`config.mk`:
```
export PLATFORM = sky130hd
export DESIGN_NAME = superscalar_execute_stage
export DESIGN_NICKNAME = d
export VERILOG_FILES = /design/src/design/exec_pkg.sv /design/src/design/alu_shifter.sv /design/src/design/branch_resolver.sv /design/src/design/execute_lane.sv /design/src/design/cdb_arbiter.sv /design/src/design/superscalar_execute_stage.sv
export SDC_FILE = /design/constraint.sdc
export NUM_CORES = 2
export LEC_CHECK = 0
export ABC_AREA = 1
export ABC_CLOCK_PERIOD_IN_PS = 7040
export CORE_MARGIN = 2
export CORE_UTILIZATION = 40
export CTS_CLUSTER_DIAMETER = 40
export DETAILED_ROUTE_END_ITERATION = 16
export DONT_BUFFER_PORTS = 1
export PLACE_DENSITY = 0.61
export SYNTH_ARGS = -nofsm -noshare
export SYNTH_HDL_FRONTEND = slang
export SYNTH_SLANG_ARGS = --single-unit
```
`constraint.sdc`:
```
create_clock -name clk -period 7.04 [get_ports clk]
set_input_delay 1.408 -clock clk [delete_from_list [all_inputs] [get_ports clk]]
set_output_delay 1.408 -clock clk [all_outputs]
set_load 0.05 [all_outputs]
```
`src/design/exec_pkg.sv`:
```
`default_nettype none

package exec_pkg;

    // ========================================================================
    // Widths and sizes
    // ========================================================================

    // Datapath width
    localparam int xlen = 32;
    // Shift amount taken from the low bits of op_b
    localparam int shamt_bits = $clog2(xlen);
    // Execution lanes fed by the reservation stations
    localparam int num_lanes = 3;
    localparam int lane_sel_bits = $clog2(num_lanes);
    // Physical register tag
    localparam int phys_reg_bits = 6;

    // Result queue per lane, also the issue credits granted after reset
    localparam int lane_queue_depth = 4;
    localparam int lane_queue_ptr_bits = $clog2(lane_queue_depth);
    localparam int lane_queue_cnt_bits = $clog2(lane_queue_depth + 1);

    // CDB slots granted by the consumer after reset
    localparam int cdb_credits = 2;
    localparam int cdb_credit_bits = $clog2(cdb_credits + 1);

    // ========================================================================
    // Encodings
    // ========================================================================

    // ALU operation select
    typedef enum logic [3:0] {
        alu_add    = 4'd0,
        alu_sub    = 4'd1,
        alu_and    = 4'd2,
        alu_or     = 4'd3,
        alu_xor    = 4'd4,
        alu_sll    = 4'd5,
        alu_srl    = 4'd6,
        alu_sra    = 4'd7,
        alu_slt    = 4'd8,
        alu_sltu   = 4'd9,
        alu_pass_b = 4'd10
    } alu_op_e;

    // Control-flow kind, none for plain ALU work
    typedef enum logic [3:0] {
        br_none = 4'd0,
        br_beq  = 4'd1,
        br_bne  = 4'd2,
        br_blt  = 4'd3,
        br_bge  = 4'd4,
        br_bltu = 4'd5,
        br_bgeu = 4'd6,
        br_jal  = 4'd7,
        br_jalr = 4'd8
    } branch_sel_e;

    // ========================================================================
    // Bundles
    // ========================================================================

    // One issued instruction from a reservation station
    typedef struct packed {
        logic [phys_reg_bits-1:0] phys_rd;
        logic [xlen-1:0]          pc;
        logic [xlen-1:0]          op_a;
        logic [xlen-1:0]          op_b;
        alu_op_e                  alu_op;
        branch_sel_e              branch_sel;
        logic                     pred_taken;
        logic [xlen-1:0]          pred_target;
        // pc + imm, formed at decode
        logic [xlen-1:0]          branch_target;
    } exec_req_t;

    // One CDB broadcast
    typedef struct packed {
        logic [phys_reg_bits-1:0] phys_rd;
        logic [xlen-1:0]          result;
    } cdb_t;

    // Resolved branch or jalr, sent to the predictor and the ROB
    typedef struct packed {
        logic            valid;
        logic            is_jalr;
        logic            taken;
        logic            mispredict;
        logic [xlen-1:0] pc;
        logic [xlen-1:0] correct_pc;
        logic [xlen-1:0] target;
    } branch_update_t;

endpackage

`default_nettype wire

```
`src/design/alu_shifter.sv`:
```
`timescale 1ns/1ps
`default_nettype none

module alu_shifter
    import exec_pkg::*;
(
    input  logic [xlen-1:0] op_a,
    input  logic [xlen-1:0] op_b,
    input  alu_op_e         alu_op,
    output logic [xlen-1:0] result,
    output logic            zero,
    output logic            negative,
    output logic            carry,
    output logic            overflow
);

    // Subtraction path with carry out, a + ~b + 1
    logic [xlen:0]           diff_ext;
    logic [xlen-1:0]         diff;
    logic [shamt_bits-1:0]   shamt;

    assign diff_ext = {1'b0, op_a} + {1'b0, ~op_b} + {{xlen{1'b0}}, 1'b1};
    assign diff     = diff_ext[xlen-1:0];
    assign shamt    = op_b[shamt_bits-1:0];

    // Flags always follow a - b, so branch compares see them regardless of op
    assign zero     = (diff == '0);
    assign negative = diff[xlen-1];
    // Carry set means no borrow, i.e. a >= b unsigned
    assign carry    = diff_ext[xlen];
    // Signed overflow when operand signs differ and the sign of a flips
    assign overflow = (op_a[xlen-1] != op_b[xlen-1]) && (diff[xlen-1] != op_a[xlen-1]);

    always_comb begin
        case (alu_op)
            alu_add:    result = op_a + op_b;
            alu_sub:    result = diff;
            alu_and:    result = op_a & op_b;
            alu_or:     result = op_a | op_b;
            alu_xor:    result = op_a ^ op_b;
            alu_sll:    result = op_a << shamt;
            alu_srl:    result = op_a >> shamt;
            // Arithmetic shift keeps the sign bit
            alu_sra:    result = $unsigned($signed(op_a) >>> shamt);
            // Signed less than from N xor V
            alu_slt:    result = {{(xlen-1){1'b0}}, negative ^ overflow};
            // Unsigned less than is a borrow
            alu_sltu:   result = {{(xlen-1){1'b0}}, ~carry};
            // lui style moves
            alu_pass_b: result = op_b;
            default:    result = '0;
        endcase
    end

endmodule

`default_nettype wire

```
`src/design/branch_resolver.sv`:
```
`timescale 1ns/1ps
`default_nettype none

module branch_resolver
    import exec_pkg::*;
(
    input  exec_req_t       req,
    input  logic [xlen-1:0] alu_result,
    input  logic            zero,
    input  logic            negative,
    input  logic            carry,
    input  logic            overflow,
    output branch_update_t  update,
    output logic [xlen-1:0] link_result
);

    logic            taken;
    logic            is_jalr;
    logic            is_jump;
    logic [xlen-1:0] pc_plus4;
    logic [xlen-1:0] jalr_target;

    assign pc_plus4    = req.pc + xlen'(4);
    // jalr target is rs1 + imm with bit 0 forced low
    assign jalr_target = {alu_result[xlen-1:1], 1'b0};
    assign is_jalr     = (req.branch_sel == br_jalr);
    assign is_jump     = is_jalr || (req.branch_sel == br_jal);

    // Condition evaluation from the subtract flags
    always_comb begin
        case (req.branch_sel)
            br_beq:          taken = zero;
            br_bne:          taken = ~zero;
            br_blt:          taken = negative ^ overflow;
            br_bge:          taken = ~(negative ^ overflow);
            br_bltu:         taken = ~carry;
            br_bgeu:         taken = carry;
            br_jal, br_jalr: taken = 1'b1;
            default:         taken = 1'b0;
        endcase
    end

    always_comb begin
        // jal is fully resolved at fetch, so only branches and jalr report
        update.valid   = (req.branch_sel != br_none) && (req.branch_sel != br_jal);
        update.is_jalr = is_jalr;
        update.taken   = taken;
        update.pc      = req.pc;
        if (is_jalr) begin
            update.target     = jalr_target;
            update.correct_pc = jalr_target;
            // Wrong target from the BTB
            update.mispredict = (jalr_target != req.pred_target);
        end else begin
            update.target     = req.branch_target;
            update.correct_pc = taken ? req.branch_target : pc_plus4;
            // Direction mismatch
            update.mispredict = update.valid && (taken != req.pred_taken);
        end
    end

    // Jumps write the return address to rd
    assign link_result = is_jump ? pc_plus4 : alu_result;

endmodule

`default_nettype wire

```
`src/design/execute_lane.sv`:
```
`timescale 1ns/1ps
`default_nettype none

module execute_lane
    import exec_pkg::*;
(
    input  logic           clk,
    input  logic           rst_n,
    input  logic           issue_valid,
    input  exec_req_t      issue_req,
    output logic           issue_credit,
    output branch_update_t branch_update,
    output logic           queue_valid,
    output cdb_t           queue_head,
    input  logic           pop
);

    // Stage 1 request
    logic           s1_valid;
    exec_req_t      s1_req;

    // Combinational execute on stage 1
    logic [xlen-1:0] alu_result;
    logic [xlen-1:0] link_result;
    logic            flag_zero;
    logic            flag_negative;
    logic            flag_carry;
    logic            flag_overflow;
    branch_update_t  res_update;

    // Stage 2 result and update
    logic            s2_valid;
    cdb_t            s2_result;
    logic            s2_update_valid;
    branch_update_t  s2_update;

    // Result queue
    cdb_t                         queue_mem [lane_queue_depth];
    logic [lane_queue_ptr_bits-1:0] wr_ptr;
    logic [lane_queue_ptr_bits-1:0] rd_ptr;
    logic [lane_queue_cnt_bits-1:0] count;
    logic                           do_pop;

    // ========================================================================
    // Stage 1
    // ========================================================================

    always_ff @(posedge clk or negedge rst_n) begin
        if (!rst_n) begin
            s1_valid <= 1'b0;
        end else begin
            s1_valid <= issue_valid;
        end
    end

    always_ff @(posedge clk) begin
        if (issue_valid) begin
            s1_req <= issue_req;
        end
    end

    alu_shifter u_alu (
        .op_a     (s1_req.op_a),
        .op_b     (s1_req.op_b),
        .alu_op   (s1_req.alu_op),
        .result   (alu_result),
        .zero     (flag_zero),
        .negative (flag_negative),
        .carry    (flag_carry),
        .overflow (flag_overflow)
    );

    branch_resolver u_resolver (
        .req         (s1_req),
        .alu_result  (alu_result),
        .zero        (flag_zero),
        .negative    (flag_negative),
        .carry       (flag_carry),
        .overflow    (flag_overflow),
        .update      (res_update),
        .link_result (link_result)
    );

    // ========================================================================
    // Stage 2
    // ========================================================================

    always_ff @(posedge clk or negedge rst_n) begin
        if (!rst_n) begin
            s2_valid        <= 1'b0;
            s2_update_valid <= 1'b0;
        end else begin
            s2_valid        <= s1_valid;
            s2_update_valid <= s1_valid && res_update.valid;
        end
    end

    always_ff @(posedge clk) begin
        if (s1_valid) begin
            s2_result.phys_rd <= s1_req.phys_rd;
            s2_result.result  <= link_result;
            s2_update         <= res_update;
        end
    end

    // Update payload with the qualified valid bit
    always_comb begin
        branch_update       = s2_update;
        branch_update.valid = s2_update_valid;
    end

    // ========================================================================
    // Result queue
    // ========================================================================

    // Credits bound occupancy, so a write never finds the queue full
    assign do_pop      = pop && (count != '0);
    assign queue_valid = (count != '0);
    assign queue_head  = queue_mem[rd_ptr];

    always_ff @(posedge clk) begin
        if (s2_valid) begin
            queue_mem[wr_ptr] <= s2_result;
        end
    end

    always_ff @(posedge clk or negedge rst_n) begin
        if (!rst_n) begin
            wr_ptr       <= '0;
            rd_ptr       <= '0;
            count        <= '0;
            issue_credit <= 1'b0;
        end else begin
            if (s2_valid) begin
                wr_ptr <= (wr_ptr == lane_queue_ptr_bits'(lane_queue_depth - 1)) ?
                          '0 : wr_ptr + 1'b1;
            end
            if (do_pop) begin
                rd_ptr <= (rd_ptr == lane_queue_ptr_bits'(lane_queue_depth - 1)) ?
                          '0 : rd_ptr + 1'b1;
            end
            // Occupancy moves only on a lone push or a lone pop
            if (s2_valid && !do_pop) begin
                count <= count + 1'b1;
            end else if (!s2_valid && do_pop) begin
                count <= count - 1'b1;
            end
            // One credit back to the issuer per entry drained
            issue_credit <= do_pop;
        end
    end

endmodule

`default_nettype wire

```
`src/design/cdb_arbiter.sv`:
```
`timescale 1ns/1ps
`default_nettype none

module cdb_arbiter
    import exec_pkg::*;
(
    input  logic                 clk,
    input  logic                 rst_n,
    input  logic [num_lanes-1:0] queue_valid,
    input  cdb_t [num_lanes-1:0] queue_head,
    output logic [num_lanes-1:0] pop,
    input  logic                 cdb_credit,
    output logic                 cdb_valid,
    output cdb_t                 cdb
);

    logic [lane_sel_bits-1:0]   last_winner;
    logic [lane_sel_bits-1:0]   winner;
    logic                       found;
    logic                       grant;
    logic [cdb_credit_bits-1:0] credit_count;

    // ========================================================================
    // Round-robin pick
    // ========================================================================

    // Search starts one past the previous winner and wraps
    always_comb begin
        int idx;
        winner = last_winner;
        found  = 1'b0;
        for (int k = 1; k <= num_lanes; k++) begin
            idx = int'(last_winner) + k;
            if (idx >= num_lanes) begin
                idx = idx - num_lanes;
            end
            if (!found && queue_valid[idx]) begin
                found  = 1'b1;
                winner = lane_sel_bits'(idx);
            end
        end
    end

    // No broadcast without a consumer slot
    assign grant = found && (credit_count != '0);

    always_comb begin
        pop = '0;
        if (grant) begin
            pop[winner] = 1'b1;
        end
    end

    // ========================================================================
    // CDB register and credits
    // ========================================================================

    always_ff @(posedge clk) begin
        if (grant) begin
            cdb <= queue_head[winner];
        end
    end

    always_ff @(posedge clk or negedge rst_n) begin
        if (!rst_n) begin
            // Lane 0 gets the first turn
            last_winner  <= lane_sel_bits'(num_lanes - 1);
            cdb_valid    <= 1'b0;
            credit_count <= cdb_credit_bits'(cdb_credits);
        end else begin
            cdb_valid <= grant;
            if (grant) begin
                last_winner <= winner;
            end
            // Spend and return in one cycle cancel out
            if (grant && !cdb_credit) begin
                credit_count <= credit_count - 1'b1;
            end else if (!grant && cdb_credit) begin
                credit_count <= credit_count + 1'b1;
            end
        end
    end

endmodule

`default_nettype wire

```
`src/design/superscalar_execute_stage.sv`:
```
`timescale 1ns/1ps
`default_nettype none

module superscalar_execute_stage
    import exec_pkg::*;
(
    input  logic                           clk,
    input  logic                           rst_n,
    input  logic [num_lanes-1:0]           issue_valid,
    input  exec_req_t [num_lanes-1:0]      issue_req,
    output logic [num_lanes-1:0]           issue_credit,
    output branch_update_t [num_lanes-1:0] branch_update,
    input  logic                           cdb_credit,
    output logic                           cdb_valid,
    output cdb_t                           cdb
);

    // Lane queue heads toward the arbiter
    logic [num_lanes-1:0] queue_valid;
    cdb_t [num_lanes-1:0] queue_head;
    logic [num_lanes-1:0] pop;

    // Identical ALU/branch lanes
    for (genvar i = 0; i < num_lanes; i++) begin : g_lane
        execute_lane u_lane (
            .clk           (clk),
            .rst_n         (rst_n),
            .issue_valid   (issue_valid[i]),
            .issue_req     (issue_req[i]),
            .issue_credit  (issue_credit[i]),
            .branch_update (branch_update[i]),
            .queue_valid   (queue_valid[i]),
            .queue_head    (queue_head[i]),
            .pop           (pop[i])
        );
    end

    // One broadcast per cycle
    cdb_arbiter u_arbiter (
        .clk         (clk),
        .rst_n       (rst_n),
        .queue_valid (queue_valid),
        .queue_head  (queue_head),
        .pop         (pop),
        .cdb_credit  (cdb_credit),
        .cdb_valid   (cdb_valid),
        .cdb         (cdb)
    );

endmodule

`default_nettype wire

```
; Word-level counts from Yosys, hierarchy flattened
; Memory sizes are Yosys's and may differ from the RTL's.
; Cells that the tools add are included.
[classes]
n_shift = 9
eq_ne = 75
n_bitwise = 24
mux = 61
n_reduce_logical = 60
n_lt_le_gt_ge = 8
add_sub_neg = 32
[ops]
columns = operator, n
row1 = $pmux 32 s11, 3
row2 = $mux 32, 9
row3 = $mux 64, 3
row4 = $add 32x32->33, 3
row5 = $add 33x1->33 const B, 3
row6 = $add 32x3->32 const B, 3
row7 = $add 32x32->32, 3
row8 = $and 32x32->32, 3
row9 = $eq 4x3->1 const B, 24
row10 = $ge 32x3->1 const B, 3
row11 = $logic_not 32->1, 3
row12 = $lt 32x4->1 const B, 3
row13 = $ne 32x32->1, 3
row14 = $not 32->32, 3
row15 = $or 32x32->32, 3
row16 = $shl 32x5->32, 3
row17 = $shr 32x5->32, 3
row18 = $sshr 32x5->32, 3
row19 = $sub 32x3->32 const B, 3
row20 = $xor 32x32->32, 3
row21 = $bmux 38 s2, 1
row22 = $eq 4x2->1 const B, 12
row23 = $eq 4x4->1 const B, 12
row24 = $mux 38, 1
row25 = 28 further kinds, 156
[word_totals]
inputBits = 531
ramBits = 456
output_inout_bits = 342
n_memories = 3
regBits = 1012
[mem_list]
columns = name, words, width, rd, rd_clocked_by_memory_dff, write_ports, line_no
row1 = g_lane[0].u_lane.queue_mem, 4, 38, 1, 0, 1, execute_lane.sv:38  ; cdb_t queue_mem [lane_queue_depth];
row2 = g_lane[1].u_lane.queue_mem, 4, 38, 1, 0, 1, execute_lane.sv:38
row3 = g_lane[2].u_lane.queue_mem, 4, 38, 1, 0, 1, execute_lane.sv:38

; Depth between registers and ports, before layout
[depth]
ltp_word = 22
ltp_mapped = 37

; By module
; From an unflattened synthesis, not the netlist that was laid out.
[unflattened]
hier_cells = 10643
hier_area_um2 = 89976.3
[modules_own_cells]
columns = mod, seq_area_each_um2, instances, area_each_um2, cells_per_inst
row1 = execute_lane, 14208.6, 3, 16097.9, 817
row2 = alu_shifter (g_lane[0].u_lane.u_alu ...), 0.0, 2, 9584.2, 1918
row3 = alu_shifter (g_lane[2].u_lane.u_alu), 0.0, 1, 10108.4, 1924
row4 = branch_resolver, 0.0, 3, 3120.5, 674
row5 = cdb_arbiter, 1268.7, 1, 3044.2, 410

; Worst setup path before layout
; OpenSTA, ideal clock, no wires.
[synth_path]
path_kind = register to register
startpoint = register g_lane[0].u_lane.s1_req[76] (netlist name)
endpoint = register g_lane[0].u_lane.s2_update (netlist bit g_lane[0].u_lane.branch_update[43]) (data pin)
arrival_time_ps = 4214
path_slack_ps = 2568
synth_period_minus_slack_ps = 4472
required_ps = 6782
setup_time_ps = 258
path_buffers = 4
path_stages_with_launch = 33
cell_sequence = edfxtp_1 > clkinv_1 > clkbuf_1 > clkbuf_1 > ha_1 > buf_4 > nor2_2 > nand3_1 > nand3_2 > nand2_1 > nand3_1 > nand2_1 > nand2_1 > nand2_1 > nand2_1 > a21oi_1 > fa_1 > nand3b_1 > nor2_1 > nand3_1 > nor2_1 > nand2_1 > nor2_1 > nand3_1 > nor2_1 > nand3_1 > nor2_2 > nand3_2 > nand2_4 > buf_2 > nand3_1 > nand3_1 > nand2_1
[synth_lines]
columns = element, line_no
row1 = start: declaration, execute_lane.sv:20  ; exec_req_t s1_req;
row2 = start signal: assignment, execute_lane.sv:58  ; s1_req <= issue_req;
row3 = end signal: assignment, execute_lane.sv:102  ; s2_update <= res_update;
row4 = end: declaration, execute_lane.sv:35  ; branch_update_t s2_update;

==> results.md <==
- Mapped cell area: 88600 µm²
- Horiz. Die Dim: between 400 and 500 µm
- Clock transition at path regs: 0.06 ns
- Worst Skew: ~0.11 ns
- Max Clock Freq: 176 MHz
- Sw Pwr: about 0.014 W
- Slew @ Worst Pin: between 1 and 1.5 ns
- Deepest clock path buffer count: 3
- Die H: between 400 and 500 µm
- Largest net degree at the start of global routing: 177
- Ys Warns: 0
- Drt total wl: 416 mm
- Initial DRT Pass Iterations: 8
- Clock insertion delay at the later pin of the skew report: approximately 0.9 ns
- Share of the synthesized area in the top cell type: about half
- Count leader, synth: nand2_1
- RSZ-0062 raised after global routing: false
- Final setup vio count: 0
- Pwr per Cell Area: approximately 360 nW/µm²
- Routed wire per std cell: approximately 30 µm
- R2R Path Start: g_lane[0].u_lane.s1_req[76]
- WP data required: approximately 7.6 ns
- Sw Ratio: about two fifths
- Min cycle time layout: between 5 and 6 ns
- Ys flop type: edfxtp_1
- Starting density of the core: 40.3%
- Final ANT Viol Nets: 0
- DR DRC count: 0
- First-pass GRT wire length: around 570 mm
- Sequential share of power: between 30% and 40%
- Post-DP HPWL: ~330 mm
- Port Buffers: 0
- Internal power: 0.0211 W
- RD Place Congestion: roughly 1
- Post-Synthesis Cells: 10821
- Synth area leader: edfxtp_1
- Initial antenna violation count: a little under 90
- Via count: 80637
- Area grow syn2layout: 12.2%
- Vias per inst: approximately 5.8
- Syn nets: between 10000 and 15000
- Leak: roughly 43 nW
- Die area: about 230000 µm²
- # hold bufs at CTS: 0
- R2R cell count: 30
- Flops & latches, synth: between 1000 and 1500
- Clock network power share: about a third
- Netlist cell types: 64
- CTS resizes: 0
- Final Hold Fails: 0
- Critical Path End Type: register
- Relative slew margins: 4.77%
- Worst setup SP type: register
- Post-CTS Setup Bufs: 0
- Worst r2r dst: g_lane[0].u_lane.branch_update[46]
- Status: completed
- Synth Area per Inst: between 8 and 9 µm²
- Worst Hold Class: primary input to asynchronous set/reset pin
- Final worst slack: 1.35 ns
- Comb power frac: 28.5%
- Post-Place Setup Slack: 1.48 ns
- Max Cap Violations: 0
- Critical path class: register to register
- Worst R2R Setup Slack: about 1.3 ns
- Number of global-route vias before repair: 74293
- Initial DRC Count: between 10000 and 15000
- CTS root buffer: clkbuf_16
- Sequential area share after synthesis: about half
- Grt ovf: 0
- Filler Cells Inserted: between 20000 and 25000
- DP Cell Count: 13433
- Setup TNS: 0 ns
- Layout Cells excl Fill: 13925
- Worst-path fanout max: 34
- # H-tree levels: 4
- Number of flops mapped to enable cells by yosys: 1430
- Core ar.: roughly 220000 µm²
- Slew Limit Fails: 0
- Largest stage delay, worst path: between 0.5 and 0.6 ns
- GRT Overall Usage: a little over a third
- Top cells by count, synth: 3115 x nand2_1, 1718 x nand3_1, 1430 x edfxtp_1
- Final nets: about 12000
- CP arrival: roughly 6.3 ns
- Sink Count: approximately 1500
- CTS tree: built
- Num CTS Buffers: 229
- Maximum VDD drop: 0.388 mV
- Final period util: 80.9%
- Layout cell share with drive strength beyond 1: under 10%
- Io pins: 873
- Largest cells by area after synthesis: edfxtp_1 48%, nand2_1 13%, nand3_1 9.7%, inv_1 5.3%, ha_1 4.6%
- FFs w/ async S/R, synth: ~2.6%
- Crit-path slowest cell: fa_1
- Row count: around 170
- Crit path top cell by count: nand2_1
==> layer usage <==
layer	share of wire, %	GRT usage (%)
met4	6.0	18.7
met1	41	48.2
met5	0.061	0
met3	8.2	6.06
met2	45	55.0
==> power groups by stage <==
stage | sequential [W] | clock (W) | combinational (W)
global placement | 0.0136 | 0 | 0.00976
CTS | 0.0135 | 0.0119 | 0.00989
global route | 0.0136 | 0.0123 | 0.0109
finish | 0.0135 | 0.0118 | 0.0101
detailed placement | 0.0137 | 0 | 0.00985
floorplan | 0.0131 | 0 | 0.00621
==> kinds of logic (layout without fill, tap and decap cells) <==
| kind of cell | count (synthesis) | in the layout | synth area share (%) |
|---|---|---|---|
| buffers and inverters | 1762 | 1852 | 7.98 |
| xor gates and xnor gates | 102 | 102 | 1.01 |
| muxes | 3 | 3 | 0.0381 |
| adders and majority gates | 337 | 337 | 4.86 |
| other | 0 | 56 | 0 |
| AOI/OAI and AO/OA | 1170 | 1170 | 7.53 |
| DFF | 1468 | 1468 | 49.6 |
| and+or+nand+nor | 5979 | 5979 | 29.0 |
==> cells in the final DEF (no fill, tap or decap), drive strengths merged, types with 6 or more instances in the layout <==
cell / instances
buf: 124
a32oi: 6
a21oi: 244
nand2: 3125
ha: 325
nand3b: 22
o21bai: 26
xnor2: 22
edfxtp: 1430
and2: 18
o31ai: 14
nor4: 16
a31oi: 7
nor3: 109
o22ai: 206
diode: 56
nand4: 161
bufinv: 25
clkinvlp: 35
inv: 1334
o211ai: 31
a32o: 32
clkbuf: 248
fa: 12
nand3: 1729
a22oi: 15
a22o: 18
o21ai: 550
nor2: 779
clkinv: 86
or2: 13
xor2: 80
dfrtp: 36
==> worst max path at each step <==
stage / start / endpoint / slack (ns) / cells past startpoint
after detailed placement: g_lane[0].u_lane.s1_req[76] / g_lane[0].u_lane.branch_update[62] / 1.48 / 30
after floorplan: g_lane[0].u_lane.s1_req[76] / g_lane[0].u_lane.branch_update[43] / 2.57 / 32
after global routing: g_lane[0].u_lane.s1_req[76] / g_lane[0].u_lane.branch_update[46] / 0.89 / 30
after CTS: g_lane[0].u_lane.s1_req[76] / g_lane[0].u_lane.branch_update[46] / 1.40 / 30
after global placement: g_lane[0].u_lane.s1_req[76] / g_lane[0].u_lane.branch_update[46] / 1.52 / 30
final: g_lane[0].u_lane.s1_req[76] / g_lane[0].u_lane.branch_update[46] / 1.35 / 30
==> sequential cells by signal, indices dropped and copies added, names as in the netlist <==
signal	cells
g_lane.u_lane.s1_req	525
g_lane.u_lane.queue_mem	456
g_lane.u_lane.branch_update	297
g_lane.u_lane.s2_result	114
u_arbiter.cdb	38
g_lane.u_lane.count	9
g_lane.u_lane.rd_ptr	6
g_lane.u_lane.wr_ptr	6
g_lane.u_lane.issue_credit	3
g_lane.u_lane.s1_valid	3
g_lane.u_lane.s2_update_valid	3
g_lane.u_lane.s2_valid	3
u_arbiter.credit_count	2
u_arbiter.last_winner	2
u_arbiter.cdb_valid	1
==> worst max-delay path: cells and delay by family, from the launching register on <==
kind / cells / cell delay, ns
buffers and inverters: 1 / 0.31
DFF: 1 / 0.40
and+or+nand+nor: 26 / 3.49
adders and majority gates: 2 / 1.02
AOI/OAI and AO/OA: 1 / 0.07
==> through the flow <==
stage                     utilization (%)  total power [W]  area [µm²]  hold WS [ns]
after global placement               41.4           0.0234       91100         0.403
after detailed placement             41.4           0.0235       91100         0.406
after floorplan                         -           0.0193       88600         0.400
final                                45.2           0.0354       99300         0.184
after global routing                 45.1           0.0368       99300         0.128
after CTS                            45.1           0.0353       99200         0.118
==> area by class of cell <==
type / count / area [µm²] / area share (%)
sequential: 1468 / 43900 / 44.2
multi-input combinational: 7591 / 37700 / 37.9
clock buffer: 248 / 5830 / 5.87
inverter: 1292 / 4850 / 4.88
tap: 2958 / 3700 / 3.73
clock inverter: 188 / 2330 / 2.34
timing repair buffer: 124 / 931 / 0.937
antenna: 56 / 140 / 0.141
No activity file was read; power rests on OpenSTA's default activity.
